## src/verilog/ooo_pkg.sv

```systemverilog
package ooo_pkg;

    localparam int data_width   = 32;
    localparam int n_phys       = 64;
    localparam int tag_width    = $clog2(n_phys);
    localparam int n_rs         = 4;
    localparam int rs_idx_width = $clog2(n_rs);

    typedef logic [tag_width-1:0] phys_tag_t;

    typedef enum logic [3:0] {
        op_add  = 4'd0,
        op_sub  = 4'd1,
        op_and  = 4'd2,
        op_or   = 4'd3,
        op_xor  = 4'd4,
        op_sll  = 4'd5,
        op_srl  = 4'd6,
        op_sra  = 4'd7,
        op_slt  = 4'd8,
        op_sltu = 4'd9,
        op_imm  = 4'd10     // passes operand b through
    } alu_op_t;

    // result bus, 1 + tag_width + data_width bits
    typedef struct packed {
        logic                  valid;
        phys_tag_t             tag;
        logic [data_width-1:0] data;
    } bcast_t;

    function automatic logic [data_width-1:0] alu_eval(
        alu_op_t               op,
        logic [data_width-1:0] a,
        logic [data_width-1:0] b
    );
        logic [4:0] shamt;
        shamt = b[4:0];
        case (op)
            op_add:  return a + b;
            op_sub:  return a - b;
            op_and:  return a & b;
            op_or:   return a | b;
            op_xor:  return a ^ b;
            op_sll:  return a << shamt;
            op_srl:  return a >> shamt;
            op_sra:  return $signed(a) >>> shamt;
            op_slt:  return {{(data_width-1){1'b0}}, $signed(a) < $signed(b)};
            op_sltu: return {{(data_width-1){1'b0}}, a < b};
            op_imm:  return b;
            default: return '0;
        endcase
    endfunction

endpackage
```

## src/verilog/phys_regfile.sv

```systemverilog
module phys_regfile (
    input  logic                          clk,
    input  logic                          reset,
    input  ooo_pkg::phys_tag_t            rd_tag1,
    input  ooo_pkg::phys_tag_t            rd_tag2,
    output logic [ooo_pkg::data_width-1:0] rd_data1,
    output logic [ooo_pkg::data_width-1:0] rd_data2,
    output logic                          rd_ready1,
    output logic                          rd_ready2,
    input  ooo_pkg::bcast_t               wr,
    input  ooo_pkg::phys_tag_t            alloc_tag,
    input  logic                          alloc
);
    import ooo_pkg::*;

    logic [data_width-1:0] regs [n_phys];
    logic [n_phys-1:0]     valid_q;
    logic                  wr_en;
    logic                  alloc_en;

    // tag 0 is hardwired, never written
    assign wr_en    = wr.valid && (wr.tag != '0);
    assign alloc_en = alloc && (alloc_tag != '0);

    always_ff @(posedge clk) begin
        if (wr_en)
            regs[wr.tag] <= wr.data;
    end

    always_ff @(posedge clk) begin
        if (reset) begin
            valid_q <= n_phys'(1);
        end else begin
            if (wr_en)
                valid_q[wr.tag] <= 1'b1;
            if (alloc_en)
                valid_q[alloc_tag] <= 1'b0;     // new producer wins
        end
    end

    assign rd_data1  = (rd_tag1 == '0) ? '0 : regs[rd_tag1];
    assign rd_data2  = (rd_tag2 == '0) ? '0 : regs[rd_tag2];
    assign rd_ready1 = valid_q[rd_tag1];
    assign rd_ready2 = valid_q[rd_tag2];

endmodule

```

## config.mk

```make
export PLATFORM = sky130hd
export DESIGN_NAME = phys_regfile
export DESIGN_NICKNAME = d
export VERILOG_FILES = /design/src/verilog/ooo_pkg.sv /design/src/verilog/phys_regfile.sv
export SDC_FILE = /design/constraint.sdc
export NUM_CORES = 2
export LEC_CHECK = 0
export ABC_CLOCK_PERIOD_IN_PS = 6850
export BUFFER_PORTS_ARGS = -buffer_cell sky130_fd_sc_hd__buf_2
export CORE_MARGIN = 10
export CORE_UTILIZATION = 50
export DETAILED_ROUTE_END_ITERATION = 7
export PLACE_DENSITY = 0.74
export SLEW_MARGIN = 20
export SYNTH_ARGS = -nofsm -noshare
export SYNTH_HDL_FRONTEND = slang
export SYNTH_SLANG_ARGS = --single-unit
```

## constraint.sdc

```tcl
create_clock -name clk -period 6.85 [get_ports clk]
set_clock_uncertainty 0.05 [all_clocks]
set_input_delay 1.37 -clock clk [delete_from_list [all_inputs] [get_ports clk]]
set_output_delay 1.37 -clock clk [all_outputs]
set_load 0.02 [all_outputs]
```

==> flow_summary_export.csv <==
group,metric,value,unit
status,status,"complete, no violations",
final_layout,fin_nets,5276,
final_layout,seq_area,62800,um2
final_layout,layout_common_cells,"2048 x edfxtp_1, 1010 x mux4_2, 269 x buf_4",
floorplan,die_y,460,um
worst_setup_path,cp_slowest_stage_delay,0.95,ns
place,dp_hpwl,193000,um
final_layout,multi_input_area,32900,um2
clock_network,ctsLongestPathBuffers,3,
timing,min_period,6.23,ns
worst_setup_path,cp.arrival,4.81,ns
timing,relSlewSlack,19.1,%
yosys,synthArstFlopShare,0,%
clock_network,ctsHoldBuffers,0,
floorplan,fp-row-count,161,
final_layout,final_common_cell,"edfxtp_1",
floorplan,pin_count,126,
place,dp_cells,7529,
worst_setup_path,cp-end-kind,"primary output",
drt,dr.pass1.iters,5,
pwr,p_leak,34.0,nW
drt,drtIter0Drc,10200,
floorplan,coreArea,193000,um2
grt,overflow,0,
grt,grt_max_degree,88,
timing,fin_hold_ws,0.436,ns
place,portBuffers,125,
clock_network,clk_pin_slew_worst_paths,0.06,ns
drt,num_vias,58500,
drt,drc_errors,0,
yosys,synth-edff-count,2048,
yosys,ys_types,51,
clock_network,cts_setup_buffers,0,
grt,antenna_found_initial,29,
timing,finalHoldViolCount,0,
timing,fin_crit_sh,90.9,%
clock_network,cts_buffers,209,
yosys,yosys_register_bits,2112,
timing,setup_viol_count_final,0,
drt,vias_per_cell,7.39,
floorplan,die_area,212000,um2
grt,grt_pass1_vias,58100,
yosys,yosys_most_used_dff,"edfxtp_1",
min_path,worst_hold_path_type,"register to register",
timing,fmax,161,MHz
timing,rsz0062_at_grt,"false",
final_layout,final_layout_size_suffix_gt1_share,33.8,%
job,drv_cap,0,
grt,grt_pass1_wl,431000,um
worst_setup_path,path_class,"primary input to primary output",
pwr,max-vdd-ir-drop,292,uV
clock_network,clk_latency,0.86,ns
worst_setup_path,crit_required,5.43,ns
yosys,syn_avg_cell_area,19.5,um2
floorplan,initial_core_util,50.3,%
yosys,yosys_warnings,0,
clock_network,cts_tree,"done",
floorplan,die_x,460,um
timing,tightest_slew,1.20,ns
drt,ant_nets,0,
yosys,netlist_instances,4982,
clock_network,clock_sinks,2112,
clock_network,cts_resized,0,
clock_network,cts-root-buf,"clkbuf_16",
final_layout,final_cells,7925,
yosys,ys_seq_area_share,64.7,%
worst_setup_path,crit_slowest_cell,"o32ai_1",
yosys,synth.cell_area,97000,um2
worst_setup_path,startpoint_type,"primary input",
grt,track_usage,28.3,%
drt,wirelength,305000,um
pwr,power.density,259,nW/um2
timing,maxSlewViolCount,0,
clock_network,cts_max_level,4,
place,gp_congestion,0.909,
final_layout,syn_to_final_growth,12.4,%
final_layout,fill_cells,13900,
worst_setup_path,cp_max_fo,45,
timing,fin_setup_tns,0,ns
drt,wl_per_cell,38.5,um
worst_setup_path,crit_path_cell_trace,"buf_6 > buf_12 > nor2_4 > buf_4 > a22o_1 > nor3_1 > o32ai_1 > buf_2",
power by group:
part           internal [mW]  switching, mW
clock                   6.36           4.98
combinational          0.953           1.61
sequential              14.3         0.0466
total                   21.6           6.64
through the flow:
step                power [mW]  worst slack [ns]  utilization [%]  area (um2)
finish                    28.2             0.623             56.5      109000
global route              28.9             0.464             56.5      109000
CTS                       28.2             0.673             56.5      109000
detailed placement        17.1             0.657             53.0      102000
global placement          17.0             0.552             53.0      102000
floorplan                 16.0              2.14                -       97100
cells in the mapped netlist (all sizes together) (55+ instances only):
cell	number	area, um2
buf	246	1340
edfxtp	2048	61500
a211oi	99	743
o22ai	94	588
mux4	1010	22700
dfxtp	64	1280
nor3	55	275
mux2i	160	1600
clkbuf	167	627
a22oi	82	616
a22o	76	666
o21ai	177	886
nor2	277	1040
critical path: cells and delay by family:
kind	cells	cell delay, ns
AOI/OAI and AO/OA	2	1.13
buffers and inverters	4	1.19
and+or+nand+nor	2	0.97
final cells by class:
cell class / count / area share, %
Tap cell: 2526 / 2.90
Clock inverter: 115 / 1.04
Clock buffer: 268 / 5.09
Antenna cell: 11 / 0.0253
Inverter: 3 / 0.0103
Sequential cell: 2112 / 57.6
Multi-Input combinational cell: 2485 / 30.2
Timing Repair Buffer: 405 / 3.12
sequential cells by signal (all words and copies together), names as in the netlist:
name and count:
regs 2048, valid_q 64
worst paths after layout:
path / from / to / slack [ns] / cells after the start
max: rd_tag1[4] / rd_data1[29] / 0.62 / 8
min: valid_q[0]$_SDFF_PP1_ / valid_q[0]$_SDFF_PP1_ / 0.44 / 1
max reg2reg: valid_q[27]$_SDFF_PP0_ / valid_q[27]$_SDFF_PP0_ / 6.00 / 2
min reg2reg: valid_q[0]$_SDFF_PP1_ / valid_q[0]$_SDFF_PP1_ / 0.44 / 1
kinds of logic after synthesis:
kind of cell | after synthesis | synth area share (%)
buffers and inverters | 416 | 2.04
other | 1 | 0.00387
AO/OA/AOI/OAI | 770 | 5.53
flip-flops | 2112 | 64.7
AND/OR/NAND/NOR | 485 | 2.27
multiplexers | 1198 | 25.4
layer usage:
layer  up-vias  global-route usage (%)  share of wire, %
met3       814                    8.06                14
met4        12                    12.7               5.0
met1     30700                    37.4                34
met5         -                       0             0.023
li1      22100                       -                 -
met2      4914                    44.0                47
Note: power is estimated with default switching activity, not from simulation.
