**src/verilog/ooo_pkg.sv**
```systemverilog
package ooo_pkg;

    localparam int data_width   = 32;
    localparam int n_phys       = 64;
    localparam int tag_width    = $clog2(n_phys);
    localparam int n_rs         = 4;
    localparam int rs_idx_width = $clog2(n_rs);

    typedef logic [tag_width-1:0] phys_tag_t;

    typedef enum logic [3:0] {
        op_add  = 4'd0,
        op_sub  = 4'd1,
        op_and  = 4'd2,
        op_or   = 4'd3,
        op_xor  = 4'd4,
        op_sll  = 4'd5,
        op_srl  = 4'd6,
        op_sra  = 4'd7,
        op_slt  = 4'd8,
        op_sltu = 4'd9,
        op_imm  = 4'd10     // passes operand b through
    } alu_op_t;

    // result bus, 1 + tag_width + data_width bits
    typedef struct packed {
        logic                  valid;
        phys_tag_t             tag;
        logic [data_width-1:0] data;
    } bcast_t;

    function automatic logic [data_width-1:0] alu_eval(
        alu_op_t               op,
        logic [data_width-1:0] a,
        logic [data_width-1:0] b
    );
        logic [4:0] shamt;
        shamt = b[4:0];
        case (op)
            op_add:  return a + b;
            op_sub:  return a - b;
            op_and:  return a & b;
            op_or:   return a | b;
            op_xor:  return a ^ b;
            op_sll:  return a << shamt;
            op_srl:  return a >> shamt;
            op_sra:  return $signed(a) >>> shamt;
            op_slt:  return {{(data_width-1){1'b0}}, $signed(a) < $signed(b)};
            op_sltu: return {{(data_width-1){1'b0}}, a < b};
            op_imm:  return b;
            default: return '0;
        endcase
    endfunction

endpackage
```
**src/verilog/completion_if.sv**
```systemverilog
interface completion_if;
    import ooo_pkg::*;

    logic                  req;
    logic                  grant;
    phys_tag_t             tag;
    logic [data_width-1:0] data;

    // req, tag and data stay stable until grant
    modport station (
        output req, tag, data,
        input  grant
    );

    modport arbiter (
        input  req, tag, data,
        output grant
    );

endinterface

```
**src/verilog/issue_if.sv**
```systemverilog
interface issue_if;
    import ooo_pkg::*;

    logic                  valid;
    logic                  ready;       // station is free
    alu_op_t               op;
    phys_tag_t             dest;
    logic [data_width-1:0] src1_val;
    logic                  src1_rdy;
    phys_tag_t             src1_tag;
    logic [data_width-1:0] src2_val;
    logic                  src2_rdy;
    phys_tag_t             src2_tag;

    modport dispatch (
        output valid, op, dest, src1_val, src1_rdy, src1_tag, src2_val, src2_rdy, src2_tag,
        input  ready
    );

    modport station (
        input  valid, op, dest, src1_val, src1_rdy, src1_tag, src2_val, src2_rdy, src2_tag,
        output ready
    );

endinterface

```
**src/verilog/reservation_station.sv**
```systemverilog
module reservation_station (
    input  logic            clk,
    input  logic            reset,
    issue_if.station        iss,
    input  ooo_pkg::bcast_t bcast,
    completion_if.station   cpl
);
    import ooo_pkg::*;

    logic                  busy;
    logic                  done;    // result held, waiting for grant
    alu_op_t               op_q;
    phys_tag_t             dest_q;
    phys_tag_t             tag1_q, tag2_q;
    logic [data_width-1:0] val1_q, val2_q;
    logic                  rdy1_q, rdy2_q;
    logic [data_width-1:0] result_q;
    logic                  take;
    logic                  wake1, wake2;
    logic                  fire;

    assign take = iss.valid && iss.ready;

    // snoop starts the cycle after entry, the dispatcher covers the entry cycle
    assign wake1 = busy && !rdy1_q && bcast.valid && (bcast.tag == tag1_q);
    assign wake2 = busy && !rdy2_q && bcast.valid && (bcast.tag == tag2_q);
    assign fire  = busy && !done && rdy1_q && rdy2_q;

    always_ff @(posedge clk) begin
        if (reset) begin
            busy <= 1'b0;
            done <= 1'b0;
        end else if (take) begin
            busy <= 1'b1;
            done <= 1'b0;
        end else if (done && cpl.grant) begin
            busy <= 1'b0;   // free on grant
            done <= 1'b0;
        end else if (fire) begin
            done <= 1'b1;
        end
    end

    always_ff @(posedge clk) begin
        if (take) begin
            op_q   <= iss.op;
            dest_q <= iss.dest;
            tag1_q <= iss.src1_tag;
            tag2_q <= iss.src2_tag;
            val1_q <= iss.src1_val;
            val2_q <= iss.src2_val;
            rdy1_q <= iss.src1_rdy;
            rdy2_q <= iss.src2_rdy;
        end else begin
            if (wake1) begin
                val1_q <= bcast.data;
                rdy1_q <= 1'b1;
            end
            if (wake2) begin
                val2_q <= bcast.data;
                rdy2_q <= 1'b1;
            end
        end
        if (fire)
            result_q <= alu_eval(op_q, val1_q, val2_q);
    end

    assign iss.ready = !busy;
    assign cpl.req   = done;
    assign cpl.tag   = dest_q;
    assign cpl.data  = result_q;

endmodule

```
**src/flat_wrapper.sv**
```systemverilog
// flat-port wrapper written by rule: the top's interface ports become plain ports
module reservation_station_flat import ooo_pkg::*;
  (clk, reset, bcast, iss_valid, iss_op, iss_dest, iss_src1_val, iss_src1_rdy, iss_src1_tag, iss_src2_val, iss_src2_rdy, iss_src2_tag, iss_ready, cpl_req, cpl_tag, cpl_data, cpl_grant);
  issue_if iss_i ();
  completion_if cpl_i ();
  input  logic clk;
  input  logic reset;
  input  ooo_pkg::bcast_t bcast;
  input wire logic [$bits(iss_i.valid)-1:0] iss_valid;
  input wire logic [$bits(iss_i.op)-1:0] iss_op;
  input wire logic [$bits(iss_i.dest)-1:0] iss_dest;
  input wire logic [$bits(iss_i.src1_val)-1:0] iss_src1_val;
  input wire logic [$bits(iss_i.src1_rdy)-1:0] iss_src1_rdy;
  input wire logic [$bits(iss_i.src1_tag)-1:0] iss_src1_tag;
  input wire logic [$bits(iss_i.src2_val)-1:0] iss_src2_val;
  input wire logic [$bits(iss_i.src2_rdy)-1:0] iss_src2_rdy;
  input wire logic [$bits(iss_i.src2_tag)-1:0] iss_src2_tag;
  output wire logic [$bits(iss_i.ready)-1:0] iss_ready;
  output wire logic [$bits(cpl_i.req)-1:0] cpl_req;
  output wire logic [$bits(cpl_i.tag)-1:0] cpl_tag;
  output wire logic [$bits(cpl_i.data)-1:0] cpl_data;
  input wire logic [$bits(cpl_i.grant)-1:0] cpl_grant;
  assign iss_i.valid = iss_valid;
  assign iss_i.op = iss_op;
  assign iss_i.dest = iss_dest;
  assign iss_i.src1_val = iss_src1_val;
  assign iss_i.src1_rdy = iss_src1_rdy;
  assign iss_i.src1_tag = iss_src1_tag;
  assign iss_i.src2_val = iss_src2_val;
  assign iss_i.src2_rdy = iss_src2_rdy;
  assign iss_i.src2_tag = iss_src2_tag;
  assign iss_ready = iss_i.ready;
  assign cpl_req = cpl_i.req;
  assign cpl_tag = cpl_i.tag;
  assign cpl_data = cpl_i.data;
  assign cpl_i.grant = cpl_grant;
  reservation_station u_core (.clk(clk), .reset(reset), .iss(iss_i), .bcast(bcast), .cpl(cpl_i));
endmodule
```
**config.mk**
```make
export PLATFORM = sky130hd
export DESIGN_NAME = reservation_station_flat
export DESIGN_NICKNAME = d
export VERILOG_FILES = /design/src/verilog/ooo_pkg.sv /design/src/verilog/completion_if.sv /design/src/verilog/issue_if.sv /design/src/verilog/reservation_station.sv /design/src/flat_wrapper.sv
export SDC_FILE = /design/constraint.sdc
export NUM_CORES = 1
export LEC_CHECK = 0
export BUFFER_PORTS_ARGS = -buffer_cell sky130_fd_sc_hd__buf_2
export CORE_ASPECT_RATIO = 1.5
export CORE_MARGIN = 10
export CORE_UTILIZATION = 30
export CTS_BUF_LIST = sky130_fd_sc_hd__clkbuf_4 sky130_fd_sc_hd__clkbuf_8
export DETAILED_ROUTE_END_ITERATION = 16
export GPL_TIMING_DRIVEN = 0
export HOLD_SLACK_MARGIN = 0.15
export PLACE_DENSITY = 0.49
export REMOVE_ABC_BUFFERS = 1
export SKIP_LAST_GASP = 1
export SYNTH_ARGS = -nofsm -noshare
export SYNTH_HDL_FRONTEND = slang
export SYNTH_SLANG_ARGS = --single-unit
```
**constraint.sdc**
```tcl
create_clock -name clk -period 5.3 [get_ports clk]
set_input_delay 0.795 -clock clk [delete_from_list [all_inputs] [get_ports clk]]
set_output_delay 0.795 -clock clk [all_outputs]
set_load 0.05 [all_outputs]
```
==> metrics.md, run 1 <==
| Metric | Value |
|---|---|
| Slew @ Worst Pin | `1.524 ns` |
| Fin area | `15,750 sq um` |
| CP Capture Type | `flip-flop` |
| Main synth FF type | `edfxtp_1` |
| Clk slew on worst S/H paths | `0.11 ns` |
| CTS tree | `yes` |
| Seq/Total Area, Yosys | `26.85%` |
| Fin worst setup slack | `0.2226 ns` |
| ANT nets after route | `0` |
| Vias | `13,526` |
| Port Buffer Count | `170` |
| RSZ-0062 raised after global routing | `false` |
| Initial DRC count | `1,127` |
| VDD IR max | `119.2 uV` |
| H-tree depth | `4` |
| Post-route minimum period | `5.077 ns` |
| Layout Skew | `0.02436 ns` |
| Synthesized area | `13,570 sq um` |
| Dpl cell area | `15,310 sq um` |
| Yosys cell types | `87` |
| Post-Syn Area per Cell | `8.270 sq um` |
| Final worst-path cycle share | `95.80%` |
| Final setup fails | `0` |
| Min-Delay Path Class | `in2reg` |
| Critical Path AT | `5.30 ns` |
| Total grt overflow | `0` |
| Yosys reg bits | `122` |
| Final core utilization | `35.14%` |
| Startpoint type of the worst setup path | `flip-flop` |
| Syn Inst Count | `1,641` |
| Final Slew Violations | `20` |
| Routed len/inst | `24.61 um` |
| Violated checks | `max-capacitance violations, max-slew violations` |
| Status | `finished with violations` |
| Clk root buf | `clkbuf_8` |
| TritonCTS buffer count | `17` |
| PD cells | `241.9 nW/um^2` |
| Die X | `193.7 um` |
| Post-DP HPWL | `44.89 mm` |
| Core area | `44,810 sq um` |
| Vias in the first global route | `13,597` |
| Final #Nets | `1,978` |
| Post-CTS Setup Repair Bufs | `0` |
| Die height | `280.5 um` |
| Ys async rst share | `0%` |
| Syn-to-layout area delta | `16.03%` |
| Final Hold Fails | `0` |
| CTS max path bufs | `2` |
| Leakage | `6.465 nW` |
| CP required | `5.52 ns` |
| GR Util All Layers | `20.52%` |
| Drt total wl | `57.58 mm` |
| Routability Congestion | `0.9521` |
| Critical Setup Path Class | `reg2reg` |
| Initial antenna violation count | `3` |
| Pin count of the biggest net entering global routing | `91` |
| Fmax | `0.1970 GHz` |
| Clock Latency Late Sink | `0.51 ns` |
| Post-synth EDFFs | `120` |
| Total chip power | `3.809 mW` |
| Rows | `95` |
| Hold path depth | `2` |
| Share of cells above drive strength 1 | `18.67%` |
| Maxcap violations | `1` |
| Synth warnings | `0` |
| First-pass GRT wire length | `86.35 mm` |
| Vias/cell | `5.780` |
| Slew margin rel. | `-1.604%` |
| Crit-path max FO | `35` |
| Worst slack at placement | `0.1068 ns` |
| Die ar. | `54,320 sq um` |
| Top Ports | `171` |
| Cells on worst reg2reg path | `13` |
| Clk sinks | `122` |
| Remaining DRCs | `0` |
| Filler Cells Inserted | `4,698` |
| DRT Pass-1 Iters | `5` |
| Starting density of the core | `30.29%` |
worst max-delay path, stage by stage, from the launching register on:
cell	delay (ns)
edfxtp_1	0.85
buf_16	0.25
inv_2	0.19
buf_12	0.24
ha_1	0.44
nor2b_1	0.19
o21ai_0	0.13
a21boi_1	0.55
o21ai_0	0.38
a21o_1	0.35
o21bai_1	0.34
o21ai_0	0.18
mux2i_1	0.14
or4_1	0.51
cells in the final DEF, fill, tap and decap left out, drive strengths merged, types with 13 or more instances in the layout:
| cell type | count |
|---|---|
| a211oi | 31 |
| a21o | 18 |
| a21oi | 125 |
| a221oi | 20 |
| a22oi | 24 |
| a31oi | 16 |
| buf | 199 |
| clkbuf | 17 |
| edfxtp | 120 |
| ha | 101 |
| inv | 109 |
| mux2i | 35 |
| mux4 | 56 |
| nand2 | 248 |
| nand3 | 23 |
| nand4 | 16 |
| nor2 | 177 |
| nor3 | 42 |
| o211ai | 27 |
| o21ai | 110 |
| o21bai | 20 |
| o22ai | 16 |
| o31ai | 13 |
final timing paths:
kind         slack [ns]                       start                       endpoint
max reg2reg        0.22  u_core.val2_q[2]$_DFFE_PP_  u_core.cpl.data[26]$_DFFE_PP_
min reg2reg        0.53    u_core.busy$_SDFFE_PP0P_       u_core.busy$_SDFFE_PP0P_
min                0.44                       reset       u_core.busy$_SDFFE_PP0P_
max                0.22  u_core.val2_q[2]$_DFFE_PP_  u_core.cpl.data[26]$_DFFE_PP_
cell families (layout without fill, tap and decap cells):
| group | count (synthesis) | after routing | synth area share (%) |
|---|---|---|---|
| multiplexers | 97 | 97 | 12.51 |
| adder cells (fa/ha/maj) | 103 | 103 | 9.606 |
| other | 0 | 1 | 0 |
| flip-flops | 122 | 122 | 26.85 |
| AND/OR/NAND/NOR | 580 | 580 | 18.57 |
| XOR/XNOR | 18 | 18 | 1.162 |
| buffers and inverters | 217 | 333 | 6.490 |
| AO/OA/AOI/OAI | 504 | 504 | 24.82 |
state kept, by name, indices dropped and copies added, names as in the netlist:
| register | count |
|---|---|
| u_core.busy | 1 |
| u_core.cpl.data | 32 |
| u_core.cpl.req | 1 |
| u_core.cpl.tag | 6 |
| u_core.op_q | 4 |
| u_core.rdy1_q | 1 |
| u_core.rdy2_q | 1 |
| u_core.tag1_q | 6 |
| u_core.tag2_q | 6 |
| u_core.val1_q | 32 |
| u_core.val2_q | 32 |
final cells by class:
| class | count | area, sq um | area share, % |
|---|---|---|---|
| antenna | 1 | 2.502 | 0.01589 |
| timing repair buffer | 199 | 1466 | 9.312 |
| sequential | 122 | 3643 | 23.14 |
| clock buffer | 17 | 234.0 | 1.486 |
| inverter | 102 | 387.9 | 2.463 |
| clock inverter | 15 | 165.2 | 1.049 |
| tap | 582 | 728.2 | 4.624 |
| multi-input combinational | 1302 | 9120 | 57.91 |
Yosys cell counts, types with 11 or more instances:
cell,n,area share (%)
nand2_1,248,6.9
nor2_1,176,4.9
a21oi_1,125,4.6
edfxtp_1,120,27
o21ai_0,103,3.8
ha_1,101,9.3
inv_1,96,2.7
clkbuf_1,75,2.1
mux4_2,51,8.5
nor3_1,42,1.5
mux2i_1,35,2.6
a211oi_1,29,1.6
o211ai_1,27,1.5
a22oi_1,23,1.3
nand3_1,23,0.85
a221oi_1,20,1.3
buf_2,19,0.70
o21bai_1,19,1.1
a21o_1,18,1.0
a31oi_1,16,0.74
nand4_1,16,0.74
o22ai_1,16,0.74
buf_1,15,0.41
o31ai_1,12,0.66
a2111oi_0,11,0.71
nand2b_1,11,0.51
per-stage QoR:
step / setup TNS [ns] / std cells / hold slack (ns)
2_1_floorplan: 0 / 1526 / 0.4783
3_3_place_gp: -240.57 / 2278 / 0.4985
3_5_place_dp: 0 / 2306 / 0.5044
4_1_cts: 0 / 2338 / 0.3987
5_1_grt: 0 / 2340 / 0.4052
6_report: 0 / 2340 / 0.4427
power breakdown:
part | total, mW | switching (mW) | internal (mW) | leakage (nW)
Sequential | 1.27 | 0.111 | 1.16 | 1.16
Combinational | 1.64 | 1.04 | 0.608 | 5.10
Clock | 0.890 | 0.530 | 0.361 | 0.203
timing repair:
item,CTS,global route
hold buffers,0,0
gates resized for setup,0,3
hold endpoints to repair,0,0
endpoints found under the setup margin,0,3
per-layer routing:
metal | up-vias | share of wire [%] | GRT usage (%)
met4 | 4 | 5.5 | 12.20
met1 | 6612 | 39 | 23.12
met3 | 121 | 4.3 | 2.463
li1 | 6311 | - | -
met2 | 478 | 51 | 36.45
met5 | - | 0.043 | 0
No activity file was read; power rests on OpenSTA's default activity.
==> inputs of run 2 (changes only) <==
- GPL_ROUTABILITY_DRIVEN: unset -> 1
- RECOVER_POWER: unset -> 100
==> run 2 against run 1 <==
The flow still finishes with violations (max-capacitance violations, max-slew violations). Register-to-register slack got worse by 0.02 ns. Clock skew fell by 0.00092 ns. Clock-buffer cell count did not move. Flip-flop and latch count did not move. Worst setup slack got worse by 0.024 ns. Utilization fell by 0.38 points. Die area did not move. Fmax fell by 0.47%. Critical path depth did not move. Via count rose by 0.36%. Largest power group unchanged.
==> metrics.md, run 2 (synthesized netlist as in run 1, its figures left out) <==
| Metric | Value |
|---|---|
| Layout Skew | `0.02344 ns (-0.0009178 ns)` |
| Critical register-to-register path endpoint | `u_core.cpl.data[25]$_DFFE_PP_` |
| Slew margin rel. | `-98.52% (-97 points)` |
| M2 GR Usage | `36.45% (unchanged)` |
| ANT nets after route | `0 (unchanged)` |
| CTS tree | `yes` |
| CP required | `5.50 ns (-0.02 ns)` |
| RR Startpoint | `u_core.val2_q[2]$_DFFE_PP_` |
| Final Slew Violations | `140 (+600%)` |
| Routed len/inst | `24.63 um (about the same)` |
| DRT Pass-1 Iters | `6 (+1)` |
| CTS max path bufs | `2 (unchanged)` |
| Critical Path Start | `u_core.val2_q[2]$_DFFE_PP_` |
| Rows | `95 (unchanged)` |
| Status | `finished with violations` |
| CP Capture Point | `u_core.cpl.data[25]$_DFFE_PP_` |
| VDD IR max | `119.6 uV (+0.36%)` |
| Die ar. | `54,320 sq um (unchanged)` |
| Busiest grt layer | `met2` |
| Dpl cell area | `15,310 sq um (unchanged)` |
| Starting density of the core | `30.29% (unchanged)` |
| Leakage | `6.314 nW (-2.3%)` |
| Die height | `280.5 um (unchanged)` |
| Vias/cell | `5.801 (+0.36%)` |
| Clock Latency Late Sink | `0.50 ns (about the same)` |
| Final Hold Fails | `0 (unchanged)` |
| Post-route minimum period | `5.101 ns (+0.02394 ns)` |
| Fin area | `15,580 sq um (-1.1%)` |
| Min-Delay Path Class | `in2reg` |
| Total grt overflow | `0 (unchanged)` |
| Share of cells above drive strength 1 | `15.71% (-3.0 points)` |
| Clk root buf | `clkbuf_8` |
| Met1 Resource Use GR | `23.12% (unchanged)` |
| Final #Nets | `1,978 (unchanged)` |
| Final setup fails | `0 (unchanged)` |
| Final worst-path cycle share | `96.25% (+0.45 points)` |
| Setup TNS | `0 ns (unchanged)` |
| Met3 Use GR | `2.463% (unchanged)` |
| Violated checks | `max-capacitance violations, max-slew violations` |
| Initial DRC count | `1,090 (-3.3%)` |
| First-pass GRT wire length | `86.35 mm (unchanged)` |
| Startpoint type of the worst setup path | `flip-flop` |
| Port Buffer Count | `170 (unchanged)` |
| Slew @ Worst Pin | `2.978 ns (+1.454 ns)` |
| Core area | `44,810 sq um (unchanged)` |
| Commonest non-fill, non-tap cell in the layout | `nand2_1` |
| Top Ports | `171 (unchanged)` |
| H-tree depth | `4 (unchanged)` |
| Fmax | `0.1960 GHz (-0.47%)` |
| Clk slew on worst S/H paths | `0.11 ns (about the same)` |
| Crit-path max FO | `35 (unchanged)` |
| Remaining DRCs | `0 (unchanged)` |
| Vias | `13,575 (+0.36%)` |
| Die X | `193.7 um (unchanged)` |
| Post-DP HPWL | `44.89 mm (unchanged)` |
| Most frequent cells in the layout | `247 x nand2_1, 176 x nor2_1, 130 x buf_2` |
| Pin count of the biggest net entering global routing | `91 (unchanged)` |
| PD cells | `243.5 nW/um^2 (+0.68%)` |
| RSZ-0062 raised after global routing | `false` |
| Critical Setup Path Class | `reg2reg` |
| Syn-to-layout area delta | `14.79%` |
| GR Util All Layers | `20.52% (unchanged)` |
| CP Capture Type | `flip-flop` |
| Hold path depth | `2 (unchanged)` |
| Clk sinks | `122 (unchanged)` |
| Initial antenna violation count | `3 (unchanged)` |
| Maxcap violations | `4 (+3)` |
| Cells on worst reg2reg path | `13 (unchanged)` |
| Vias in the first global route | `13,597 (unchanged)` |
| # hold bufs at CTS | `0 (unchanged)` |
| Critical Path AT | `5.31 ns (about the same)` |
| Routability Congestion | `0.9521 (unchanged)` |
| Worst reg2reg setup slack | `0.20 ns (-0.02 ns)` |
| TritonCTS buffer count | `17 (unchanged)` |
| Drt total wl | `57.63 mm (about the same)` |
[run 2: routing by layer]
metal  part of all wire (%)  routed length [um]
met1                     39               22390
met2                     51               29320
met3                    4.4                2535
met4                    5.8                3362
met5                  0.043                  25
[run 2: repair_timing]
action                     4_1_cts  5_1_grt
setup endpoints to repair        0        3
hold endpoints to repair         0        0
buffers inserted                 0        0
resized for setup                0        3
[run 2: final cells by class]
cell class,instances,area (sq um)
clock inverter,15,165.2
antenna,1,2.502
multi-input combinational,1302,9076
sequential,122,3643
tap,582,728.2
inverter,102,382.9
timing repair buffer,199,1346
clock buffer,17,234.0
fill,4730,29230
[run 2: worst min path at each step]
| stage | from | endpoint | slack, ns |
|---|---|---|---|
| 2_1_floorplan | u_core.busy$_SDFFE_PP0P_ | u_core.busy$_SDFFE_PP0P_ | 0.48 |
| 3_3_place_gp | u_core.busy$_SDFFE_PP0P_ | u_core.busy$_SDFFE_PP0P_ | 0.50 |
| 3_5_place_dp | u_core.busy$_SDFFE_PP0P_ | u_core.busy$_SDFFE_PP0P_ | 0.50 |
| 4_1_cts | reset | u_core.busy$_SDFFE_PP0P_ | 0.40 |
| 5_1_grt | reset | u_core.cpl.req$_SDFFE_PP0P_ | 0.41 |
| 6_report | reset | u_core.busy$_SDFFE_PP0P_ | 0.45 |
[run 2: worst max-delay path, cell delays in order (launching register included)]
cell and delay (ns):
edfxtp_1 0.72, buf_16 0.31, inv_2 0.32, buf_12 0.28
ha_1 0.36, nor3_1 0.31, o31ai_1 0.16, o211ai_1 0.58
nand4_1 0.25, and3_1 0.26, o31ai_2 0.45, o211ai_1 0.12
a21boi_1 0.14, or4_1 0.48
[run 2: report_power, final]
group	leakage (nW)	internal [mW]	switching [mW]	total [mW]
clock	0.203	0.361	0.529	0.890
combinational	4.95	0.595	1.03	1.63
sequential	1.16	1.17	0.112	1.28
[run 2: per-stage QoR]
stage	cells	utilization [%]	power (mW)	worst slack [ns]	hold slack (ns)
2_1_floorplan	1526	-	2.325	0.01147	0.4783
3_3_place_gp	2278	32.70	2.859	-2.485	0.4985
3_5_place_dp	2306	34.17	2.913	0.1068	0.5044
4_1_cts	2338	35.06	3.826	0.07784	0.3987
5_1_grt	2340	34.76	4.010	0.02400	0.4052
6_report	2340	34.76	3.794	0.1986	0.4464
